<file path="config.mk">
export PLATFORM = sky130hd
export DESIGN_NAME = iqe_top
export DESIGN_NICKNAME = d
export VERILOG_FILES = /design/src/hw/iqe_pkg.sv /design/src/hw/iqe_ram_if.sv /design/src/hw/iqe_step_if.sv /design/src/hw/iqe_top.sv /design/src/hw/iqe_ptr_ctrl.sv /design/src/hw/iqe_occupancy.sv /design/src/hw/iqe_lane_align.sv /design/src/hw/iqe_ram.sv
export SDC_FILE = /design/constraint.sdc
export NUM_CORES = 2
export LEC_CHECK = 0
export BUFFER_PORTS_ARGS = -buffer_cell sky130_fd_sc_hd__buf_2
export CAP_MARGIN = 30
export CORE_ASPECT_RATIO = 0.5
export CORE_MARGIN = 2
export CORE_UTILIZATION = 35
export CTS_BUF_LIST = sky130_fd_sc_hd__clkbuf_4
export CTS_CLUSTER_DIAMETER = 80
export DETAILED_ROUTE_END_ITERATION = 6
export GPL_TIMING_DRIVEN = 0
export PLACE_DENSITY = 0.59
export RECOVER_POWER = 100
export SLEW_MARGIN = 20
export SYNTH_ARGS = -nofsm -noshare
export SYNTH_HDL_FRONTEND = slang
export SYNTH_HIERARCHICAL = 1
export SYNTH_SLANG_ARGS = --single-unit
</file>
<file path="constraint.sdc">
create_clock -name clk -period 6.6 [get_ports clk]
set_input_delay 0.33 -clock clk [delete_from_list [all_inputs] [get_ports clk]]
set_output_delay 0.33 -clock clk [all_outputs]
set_load 0.02 [all_outputs]
</file>
<file path="src/hw/iqe_pkg.sv">
/* Sizes and types of the instruction queue side-data buffer.
   Two threads share one RAM with a fixed 16-slot half each. */
`default_nettype none

package iqe_pkg;

  localparam int NUM_THREADS = 2;
  localparam int DEPTH       = 16;
  localparam int WR_LANES    = 4;
  localparam int RD_PORTS    = 2;

  typedef logic [$clog2(NUM_THREADS)-1:0] thread_t;
  typedef logic [$clog2(DEPTH)-1:0]       ptr_t;
  typedef logic [$bits(thread_t)+$bits(ptr_t)-1:0] slot_t;  // Thread in the upper bit.
  typedef logic [$clog2(DEPTH+1)-1:0]     occ_t;
  typedef logic [$clog2(WR_LANES+1)-1:0]  wr_cnt_t;
  typedef logic [$clog2(RD_PORTS+1)-1:0]  rd_cnt_t;
  typedef logic [$clog2(WR_LANES)-1:0]    lane_t;

  typedef struct packed {
    logic [11:0] pc_offset;
    logic [4:0]  imm_hint;
    logic [2:0]  flags;
  } iqe_extra_t;

endpackage

`default_nettype wire
</file>
<file path="src/hw/iqe_ram_if.sv">
/* Addresses and enables for the shared side-data RAM. */
`timescale 1ns/100ps
`default_nettype none

interface iqe_ram_if import iqe_pkg::*; ();

  logic                rd_en;
  slot_t               rd_addr [RD_PORTS];
  logic [WR_LANES-1:0] wr_en;
  slot_t               wr_addr [WR_LANES];

  modport drive (
    output rd_en, rd_addr, wr_en, wr_addr
  );

  modport mem (
    input rd_en, rd_addr, wr_en, wr_addr
  );

endinterface

`default_nettype wire

</file>
<file path="src/hw/iqe_step_if.sv">
/* Accepted push, pop and flush events, combinational within the cycle. */
`timescale 1ns/100ps
`default_nettype none

interface iqe_step_if import iqe_pkg::*; ();

  logic    wr_go;
  thread_t wr_thread;
  wr_cnt_t wr_count;
  logic    rd_go;         // High in every cycle without a read stall.
  thread_t rd_thread;
  rd_cnt_t rd_count;
  logic    flush;
  thread_t flush_thread;

  modport ctrl (
    output wr_go, wr_thread, wr_count, rd_go, rd_thread, rd_count, flush, flush_thread
  );

  modport follow (
    input wr_go, wr_thread, wr_count, rd_go, rd_thread, rd_count, flush, flush_thread
  );

endinterface

`default_nettype wire

</file>
<file path="src/hw/iqe_top.sv">
/* Side-data buffer of the instruction queue for two threads.
   Read data lags the unstalled cycle by one edge; full refuses pushes. */
`timescale 1ns/100ps
`default_nettype none

module iqe_top import iqe_pkg::*; #(
  parameter int unsigned STALL_LEVEL = 13
) (
  input  logic       clk,
  input  logic       rst,
  input  logic       flush,
  input  thread_t    flush_thread,
  input  logic       fetch_stall,
  output logic       full,
  input  logic       wr_en,
  input  thread_t    wr_thread,
  input  wr_cnt_t    wr_count,
  input  lane_t      wr_start,
  input  iqe_extra_t wr_data0,
  input  iqe_extra_t wr_data1,
  input  iqe_extra_t wr_data2,
  input  iqe_extra_t wr_data3,
  input  logic       rd_stall,
  input  thread_t    rd_thread,
  input  rd_cnt_t    rd_count,
  output iqe_extra_t rd_data0,
  output iqe_extra_t rd_data1
);

  iqe_extra_t lanes     [WR_LANES];
  iqe_extra_t port_data [WR_LANES];
  iqe_extra_t rd_data   [RD_PORTS];

  iqe_step_if step ();
  iqe_ram_if  ram_bus ();

  assign lanes[0] = wr_data0;
  assign lanes[1] = wr_data1;
  assign lanes[2] = wr_data2;
  assign lanes[3] = wr_data3;
  assign rd_data0 = rd_data[0];
  assign rd_data1 = rd_data[1];

  iqe_occupancy #(
    .STALL_LEVEL(STALL_LEVEL)
  ) u_occupancy (
    .clk(clk),
    .rst(rst),
    .wr_en(wr_en),
    .fetch_stall(fetch_stall),
    .wr_thread(wr_thread),
    .wr_count(wr_count),
    .rd_stall(rd_stall),
    .rd_thread(rd_thread),
    .rd_count(rd_count),
    .flush(flush),
    .flush_thread(flush_thread),
    .full(full),
    .step(step.ctrl)
  );

  iqe_ptr_ctrl u_ptr_ctrl (
    .clk(clk),
    .rst(rst),
    .step(step.follow),
    .ram(ram_bus.drive)
  );

  iqe_lane_align #(
    .payload_t(iqe_extra_t)
  ) u_lane_align (
    .wr_start(wr_start),
    .lanes(lanes),
    .port_data(port_data)
  );

  iqe_ram #(
    .payload_t(iqe_extra_t)
  ) u_ram (
    .clk(clk),
    .rst(rst),
    .ram(ram_bus.mem),
    .wr_data(port_data),
    .rd_data(rd_data)
  );

endmodule

`default_nettype wire

</file>
<file path="src/hw/iqe_ptr_ctrl.sv">
/* Head and tail per thread wrap modulo 16 inside the thread's half of the RAM.
   Read addresses use the head after this cycle's pop and flush. */
`timescale 1ns/100ps
`default_nettype none

module iqe_ptr_ctrl import iqe_pkg::*; (
  input  logic       clk,
  input  logic       rst,
  iqe_step_if.follow step,
  iqe_ram_if.drive   ram
);

  ptr_t head     [NUM_THREADS];
  ptr_t tail     [NUM_THREADS];
  ptr_t head_nxt [NUM_THREADS];
  ptr_t tail_nxt [NUM_THREADS];

  always_comb begin
    for (int t = 0; t < NUM_THREADS; t++) begin
      head_nxt[t] = head[t];
      tail_nxt[t] = tail[t];
      if (step.flush && step.flush_thread == thread_t'(t)) begin
        head_nxt[t] = '0;
        tail_nxt[t] = '0;
      end else begin
        if (step.wr_go && step.wr_thread == thread_t'(t)) begin
          tail_nxt[t] = tail[t] + ptr_t'(step.wr_count);
        end
        if (step.rd_go && step.rd_thread == thread_t'(t)) begin
          head_nxt[t] = head[t] + ptr_t'(step.rd_count);
        end
      end
    end
  end

  always_ff @(posedge clk) begin
    for (int t = 0; t < NUM_THREADS; t++) begin
      if (rst) begin
        head[t] <= '0;
        tail[t] <= '0;
      end else begin
        head[t] <= head_nxt[t];
        tail[t] <= tail_nxt[t];
      end
    end
  end

  for (genvar k = 0; k < WR_LANES; k++) begin : g_wr
    assign ram.wr_addr[k] = {step.wr_thread, ptr_t'(tail[step.wr_thread] + ptr_t'(k))};
    assign ram.wr_en[k]   = step.wr_go && (wr_cnt_t'(k) < step.wr_count);
  end

  for (genvar p = 0; p < RD_PORTS; p++) begin : g_rd
    assign ram.rd_addr[p] = {step.rd_thread, ptr_t'(head_nxt[step.rd_thread] + ptr_t'(p))};
  end

  assign ram.rd_en = step.rd_go;

endmodule

`default_nettype wire

</file>
<file path="src/hw/iqe_occupancy.sv">
/* No underflow check: decode must never pop more than was pushed.
   full looks at the write thread only. */
`timescale 1ns/100ps
`default_nettype none

module iqe_occupancy import iqe_pkg::*; #(
  parameter int unsigned STALL_LEVEL = 13
) (
  input  logic    clk,
  input  logic    rst,
  input  logic    wr_en,
  input  logic    fetch_stall,
  input  thread_t wr_thread,
  input  wr_cnt_t wr_count,
  input  logic    rd_stall,
  input  thread_t rd_thread,
  input  rd_cnt_t rd_count,
  input  logic    flush,
  input  thread_t flush_thread,
  output logic    full,
  iqe_step_if.ctrl step
);

  occ_t count     [NUM_THREADS];
  occ_t count_nxt [NUM_THREADS];
  logic wr_go;
  logic rd_go;

  assign full  = (count[wr_thread] >= occ_t'(STALL_LEVEL));
  assign wr_go = wr_en && !fetch_stall && !full;  // Refused pushes are simply dropped.
  assign rd_go = !rd_stall;

  assign step.wr_go        = wr_go;
  assign step.wr_thread    = wr_thread;
  assign step.wr_count     = wr_count;
  assign step.rd_go        = rd_go;
  assign step.rd_thread    = rd_thread;
  assign step.rd_count     = rd_count;
  assign step.flush        = flush;
  assign step.flush_thread = flush_thread;

  always_comb begin
    for (int t = 0; t < NUM_THREADS; t++) begin
      count_nxt[t] = count[t];
      if (flush && flush_thread == thread_t'(t)) begin
        count_nxt[t] = '0;  // Same-cycle push or pop on this thread is lost.
      end else begin
        if (wr_go && wr_thread == thread_t'(t)) begin
          count_nxt[t] = count_nxt[t] + occ_t'(wr_count);
        end
        if (rd_go && rd_thread == thread_t'(t)) begin
          count_nxt[t] = count_nxt[t] - occ_t'(rd_count);
        end
      end
    end
  end

  always_ff @(posedge clk) begin
    for (int t = 0; t < NUM_THREADS; t++) begin
      if (rst) begin
        count[t] <= '0;
      end else begin
        count[t] <= count_nxt[t];
      end
    end
  end

endmodule

`default_nettype wire

</file>
<file path="src/hw/iqe_lane_align.sv">
/* Packs a push that starts mid-bundle onto consecutive write ports.
   Ports past the last lane repeat lane 3. */
`timescale 1ns/100ps
`default_nettype none

module iqe_lane_align import iqe_pkg::*; #(
  parameter type payload_t = iqe_extra_t
) (
  input  lane_t    wr_start,
  input  payload_t lanes [WR_LANES],
  output payload_t port_data [WR_LANES]
);

  for (genvar k = 0; k < WR_LANES; k++) begin : g_port
    logic [$bits(lane_t):0] idx;  // One extra bit to see the overrun.

    assign idx = {1'b0, wr_start} + ($bits(lane_t) + 1)'(k);
    assign port_data[k] = (idx > ($bits(lane_t) + 1)'(WR_LANES - 1)) ?
                          lanes[WR_LANES-1] : lanes[idx[$bits(lane_t)-1:0]];
  end

endmodule

`default_nettype wire

</file>
<file path="src/hw/iqe_ram.sv">
/* Write ports must not hit the same slot in one cycle.
   Read data follows the registered address, so same-edge writes show through. */
`timescale 1ns/100ps
`default_nettype none

module iqe_ram import iqe_pkg::*; #(
  parameter type payload_t = iqe_extra_t
) (
  input  logic      clk,
  input  logic      rst,
  iqe_ram_if.mem    ram,
  input  payload_t  wr_data [WR_LANES],
  output payload_t  rd_data [RD_PORTS]
);

  localparam int ENTRIES = NUM_THREADS * DEPTH;

  payload_t mem [ENTRIES];
  slot_t    rd_addr_q [RD_PORTS];

  always_ff @(posedge clk) begin
    for (int k = 0; k < WR_LANES; k++) begin
      if (ram.wr_en[k]) begin
        mem[ram.wr_addr[k]] <= wr_data[k];
      end
    end
  end

  always_ff @(posedge clk) begin
    for (int p = 0; p < RD_PORTS; p++) begin
      if (rst) begin
        rd_addr_q[p] <= '0;
      end else if (ram.rd_en) begin
        rd_addr_q[p] <= ram.rd_addr[p];  // Held while decode stalls.
      end
    end
  end

  always_comb begin
    for (int p = 0; p < RD_PORTS; p++) begin
      rd_data[p] = mem[rd_addr_q[p]];
    end
  end

endmodule

`default_nettype wire

</file>
## Word-level counts from Yosys, hierarchy flattened

Memories as Yosys holds them, arrays and structs flattened.
Cells that the tools add are included.

- Flip-flop bits (word level): 0
- RAM bits: 676
- Output and inout port bits: 41
- Memories kept: 5

Memory list:

| memory | words | bits a word | read ports | clocked after memory_dff | wr ports | RTL line | RTL |
|---|---|---|---|---|---|---|---|
| u_ram.mem | 32 | 20 | 2 | 0 | 4 | iqe_ram.sv:18 | `payload_t mem [ENTRIES];` |
| u_occupancy.count | 2 | 5 | 3 | 0 | 2 | iqe_occupancy.sv:24 | `occ_t count [NUM_THREADS];` |
| u_ram.rd_addr_q | 2 | 5 | 2 | 0 | 2 | iqe_ram.sv:19 | `slot_t rd_addr_q [RD_PORTS];` |
| u_ptr_ctrl.head | 2 | 4 | 2 | 0 | 2 | iqe_ptr_ctrl.sv:13 | `ptr_t head [NUM_THREADS];` |
| u_ptr_ctrl.tail | 2 | 4 | 3 | 0 | 2 | iqe_ptr_ctrl.sv:14 | `ptr_t tail [NUM_THREADS];` |

- Add/subtract/negate cells: 15
- Order comparisons: 14
- Mux-type cells: 57
- Bitwise logic cells: 16
- Reduce and logical (&&, ||, !) cells: 15

Operator list:

| operator | count |
|---|---|
| $mux W20 | 12 |
| $bmux W20 S2 | 4 |
| $mux W4 | 15 |
| $mux W5 | 12 |
| $mux W1 | 14 |
| $ge A3 B3 Y1 const B | 4 |
| $logic_and A1 B1 Y1 | 12 |
| $not A2 Y3 | 4 |
| $add A5 B3 Y5 | 2 |
| $sub A5 B2 Y5 | 2 |
| $gt A3 B2 Y1 const B | 3 |
| $add A4 B1 Y4 const B | 2 |
| $add A4 B2 Y4 | 2 |
| $add A4 B2 Y4 const B | 2 |
| $add A4 B3 Y4 | 2 |
| $or A1 B1 Y1 | 8 |
| $add A2 B2 Y3 const B | 2 |
| $lt A1 B3 Y1 const A | 2 |
| $lt A2 B3 Y1 const A | 2 |
| $ge A5 B4 Y1 const B | 1 |
| $add A2 B1 Y3 const B | 1 |
| $logic_not A1 Y1 | 3 |
| $not A1 Y1 | 3 |
| $ge A2 B2 Y1 const B | 1 |
| other kinds (2) | 2 |

## Logic depth before layout (Yosys ltp)

An unclocked memory read counts as a cell.

- Depth in word-level cells: 11
- Mapped depth: 15

## Hierarchy

The synthesis kept the hierarchy.

By module, submodules not included:

| module | times used | cells an instance | area each (um2) |
|---|---|---|---|
| iqe_ram | 1 | 6,806 | 52,074.9 |
| iqe_lane_align | 1 | 316 | 2,090.8 |
| iqe_ptr_ctrl | 1 | 159 | 1,367.6 |
| iqe_occupancy | 1 | 107 | 1,047.3 |

## Least setup slack after synthesis

OpenSTA, ideal clock, no wires.

- Kind: input to register
- Start: in wr_thread
- End: mem u_ram/mem[0][0] (netlist bit), enable pin
- Library setup time: 0.380 ns
- Arrival: 3.087 ns
- Required time: 6.220 ns
- Setup slack: 3.133 ns
- Stages: 13
- Cells stage by stage: buf_4 > buf_2 > mux2i_1 > inv_1 > ha_1 > nand2_1 > xnor2_1 > buf_2 > or4b_4 > nor3_2 > buf_4 > a21oi_1 > nand3_1

RTL lines:

| item | RTL line | RTL |
|---|---|---|
| start: declaration | iqe_top.sv:16 | `input thread_t wr_thread,` |
| end: declaration | iqe_ram.sv:18 |  |

==> impl_metrics.tcl <==
set metrics [dict create \
    vias 67002 \
    period_needed_ns 6.69 \
    yosys.cell_types.count 69 \
    antenna_left 0 \
    setup_viol 15 \
    syn-cell-area_um2 56600 \
    synth_seq_area_share_pct 35.4 \
    dieArea_um2 165000 \
    synthMuxAreaShare_pct 12.4 \
    ios 137 \
    status "finished, violations left" \
    synth_adder_area_share_pct 0.902 \
    synth_top_family_by_area "simple AND/OR/NAND/NOR gates" \
    drt-vias-per-instance 6.55 \
    clockBufferDepth 3 \
    clock.fmax_ghz 0.150 \
    fin_util_pct 40.0 \
    synth_compound_area_share_pct 19.7 \
    max-cap-violations 18 \
    fill_cells 16934 \
    endpoint_kind "register" \
    dpl_cell_area_um2 61000 \
    fin_ws_ns -0.0851 \
    drv_slew 346 \
    worstPathRequired_ns 7.47 \
    drive_above_1_share_pct 8.79 \
    synthToLayoutAreaGrowth_pct 13.6 \
    rr_startpoint "u_occupancy/count[1][1]" \
    drc 10 \
    clk_latency_ns 1.28 \
    cp-start-kind "register" \
    grt.total_usage_pct 41.1 \
    p_per_area_nw_per_um2 203 \
    tns_ns -0.656 \
    yosysWarnings 6 \
    port_buffers 136 \
    grt-ovfl-total 0 \
    synth_nets 7520 \
    maxSlewHeadroom_pct -30.6 \
    worst_pin_slew_ns 1.96 \
    synth-edff-count 650 \
    clkSinkCount 676 \
    hp-start "wr_data2[19]" \
    grt_first_pass_wirelength_um 471000 \
    drt_iter0_drc 13079 \
    skew_ns 0.0936 \
    drt-total-wl_um 354000 \
    syn_inst 7388 \
    ys_dominant_reg_cell "edfxtp_1" \
    finalHoldViolations 0 \
    hp-class "primary input to register" \
    fin_crit_sh_pct 101 \
    place_congestion 1.08 \
    cts_htree_levels 4 \
    clkTransAtPathRegs_ns 0.07 \
    rsz0062_at_grt "no" \
    cts-buffers-inserted 184 \
    fp-row-count 104 \
    hpwl_um 266000 \
    synthArstFlopShare_pct 0 \
    cts_root_buf "clkbuf_4" \
    ir_drop_uv 169 \
    layout.nets 8012 \
    dr.pass1.iters 7 \
    p_leak_nw 23.7 \
    die_width_um 573 \
    wire_per_inst_um 34.6 \
    postCtsResizedCells 0 \
    antenna_found_initial 28 \
    crit_start "u_occupancy/count[1][1]" \
    stdcell_count 10224 \
    crit_type "register to register" \
    violations "design-rule violations, max-capacitance violations, max-slew violations, negative setup slack" \
    ys_ff_latch 676 \
    syn_avg_cell_area_um2 7.66 \
    die_y_um 288 \
    cts_tree "built" \
    start_util_pct 35.2 \
    cts_hold_buf 101 \
    grt_pass1_vias 59093 \
    final_cell_area_um2 64200 \
    yosys.area_share.simple_pct 24.8 \
    synthXorXnorAreaFrac_pct 0.263 \
    grt_start_max_net_pins 21 \
    worstPathArrival_ns 7.56 \
    cts_setup_buffers 0 \
    crit_fanout 11 \
    pre_cts_ws_ns 1.01 \
    dp.cells 9752 \
    core_um2 161000 \
]
[layer usage]
layer / up-vias / track usage, % / wire, um
met2: 6411 / 53.3 / 131000
met4: 20 / 22.6 / 21900
li1: 27370 / - / -
met5: - / 1.91 / 399
met3: 1158 / 20.2 / 63500
met1: 32043 / 54.7 / 137000
[cells in the final DEF (no fill, tap or decap), types with 19 or more instances in the layout]
| cell | netlist | layout |
|---|---|---|
| a22o_1 | 80 | 80 |
| clkbuf_1 | 677 | 711 |
| nand2b_1 | 21 | 21 |
| mux2_2 | 24 | 23 |
| dfxtp_1 | 26 | 26 |
| nand3_1 | 123 | 118 |
| clkbuf_4 | 0 | 280 |
| buf_2 | 127 | 227 |
| diode_2 | 0 | 26 |
| inv_1 | 28 | 28 |
| clkbuf_2 | 0 | 20 |
| a22oi_1 | 160 | 160 |
| nor2b_1 | 80 | 80 |
| ha_1 | 28 | 28 |
| buf_4 | 27 | 42 |
| a221o_1 | 19 | 19 |
| mux2i_1 | 671 | 671 |
| a21oi_1 | 194 | 184 |
| buf_1 | 33 | 31 |
| nor3_1 | 52 | 53 |
| dlygate4sd3_1 | 0 | 101 |
| and2_1 | 48 | 39 |
| a211oi_1 | 82 | 82 |
| nand2_1 | 1981 | 1981 |
| edfxtp_1 | 650 | 650 |
| o21ai_0 | 1148 | 1283 |
| nor2_1 | 105 | 105 |
| and3_1 | 582 | 582 |
| a31oi_1 | 40 | 40 |
| nand4_1 | 42 | 42 |
| o22ai_1 | 82 | 84 |
| clkinv_1 | 0 | 31 |
[synth_stat cells, types with 3 or more instances]
master | number | area share (%)
and3_1 | 582 | 6.4
xnor2_1 | 11 | 0.17
a21o_1 | 6 | 0.080
nand4b_1 | 3 | 0.046
buf_6 | 4 | 0.080
a221o_1 | 19 | 0.34
nor2_1 | 105 | 0.70
o21a_1 | 6 | 0.080
a22oi_1 | 160 | 2.1
nor3b_1 | 4 | 0.053
o22ai_2 | 3 | 0.066
clkbuf_1 | 677 | 4.5
o21ai_1 | 140 | 1.2
a22o_1 | 80 | 1.2
a31oi_1 | 40 | 0.44
a21oi_1 | 194 | 1.7
edfxtp_1 | 650 | 34
nand2b_1 | 21 | 0.23
o22ai_1 | 82 | 0.91
nand3_1 | 123 | 1.1
fa_1 | 8 | 0.28
buf_2 | 127 | 1.1
mux2i_1 | 671 | 12
buf_4 | 27 | 0.36
o21ai_0 | 1148 | 10
and4bb_2 | 3 | 0.066
and3b_1 | 3 | 0.046
and2_1 | 48 | 0.53
nand2_1 | 1981 | 13
or3_1 | 7 | 0.077
nand4_1 | 42 | 0.46
ha_1 | 28 | 0.62
nor2b_1 | 80 | 0.88
dfxtp_1 | 26 | 0.92
or2_2 | 14 | 0.15
nor3_1 | 52 | 0.46
mux2_2 | 24 | 0.48
inv_1 | 28 | 0.19
xor2_1 | 6 | 0.093
nor2_2 | 4 | 0.044
a211oi_1 | 82 | 1.1
buf_1 | 33 | 0.22
[cells by family after synthesis]
group	count (synthesis)
fa+ha+maj	36
mux	699
simple gates	3090
flops	676
xor+xnor	17
buf+inv	898
compound gates	1972
[area by class of cell]
type / instances / area [um^2] / area share [%]
Buffer: 868 / 3560 / 5.54
Tap cell: 2173 / 2720 / 4.23
Clock inverter: 53 / 327 / 0.508
Clock buffer: 278 / 2090 / 3.25
Antenna cell: 26 / 65.1 / 0.101
Sequential cell: 676 / 20000 / 31.2
Inverter: 30 / 113 / 0.175
Multi-Input combinational cell: 5814 / 32900 / 51.2
Timing Repair Buffer: 306 / 2440 / 3.80
[final timing paths]
kind,endpoint,slack [ns],depth (start not counted)
setup / recovery,u_ram/mem[9][4],-0.09,12
hold / removal,u_ram/mem[1][19],0.1,6
setup reg to reg,u_ram/mem[9][4],-0.09,12
hold reg to reg,u_ptr_ctrl/head[1][0],0.48,2
[stage by stage]
step	power, W	hold WS (ns)
after floorplan	0.00688	0.450
after global routing	0.0133	0.0639
after detailed placement	0.00859	0.469
after global placement	0.00853	0.465
final	0.0131	0.0953
after CTS	0.0128	0.000841
[report_power, final]
group | internal, W | switching [W] | total, W | leakage (nW)
clock | 0.00204 | 0.00219 | 0.00423 | 1.44
combinational | 0.00110 | 0.00285 | 0.00395 | 16.2
sequential | 0.00483 | 0.0000522 | 0.00488 | 6.08
[registers in the layout (all words and copies together) (netlist names)]
| register | cells |
|---|---|
| u_ptr_ctrl/tail | 8 |
| u_ram/rd_addr_q | 10 |
| u_ptr_ctrl/head | 8 |
| u_ram/mem | 640 |
| u_occupancy/count | 10 |
[critical path, stage by stage, from the launching register on]
cell,delay (ns)
dfxtp_1,0.35
o211ai_1,0.38
nand4_4,0.18
dlygate4sd3_1,0.71
nand2_1,0.28
o21a_1,0.75
o21a_1,0.59
nand2_1,0.22
nor3_1,1.09
nand2_1,0.50
clkbuf_1,0.50
nand3_2,0.53
buf_16,0.22
Power figures use the tool's default switching activity.
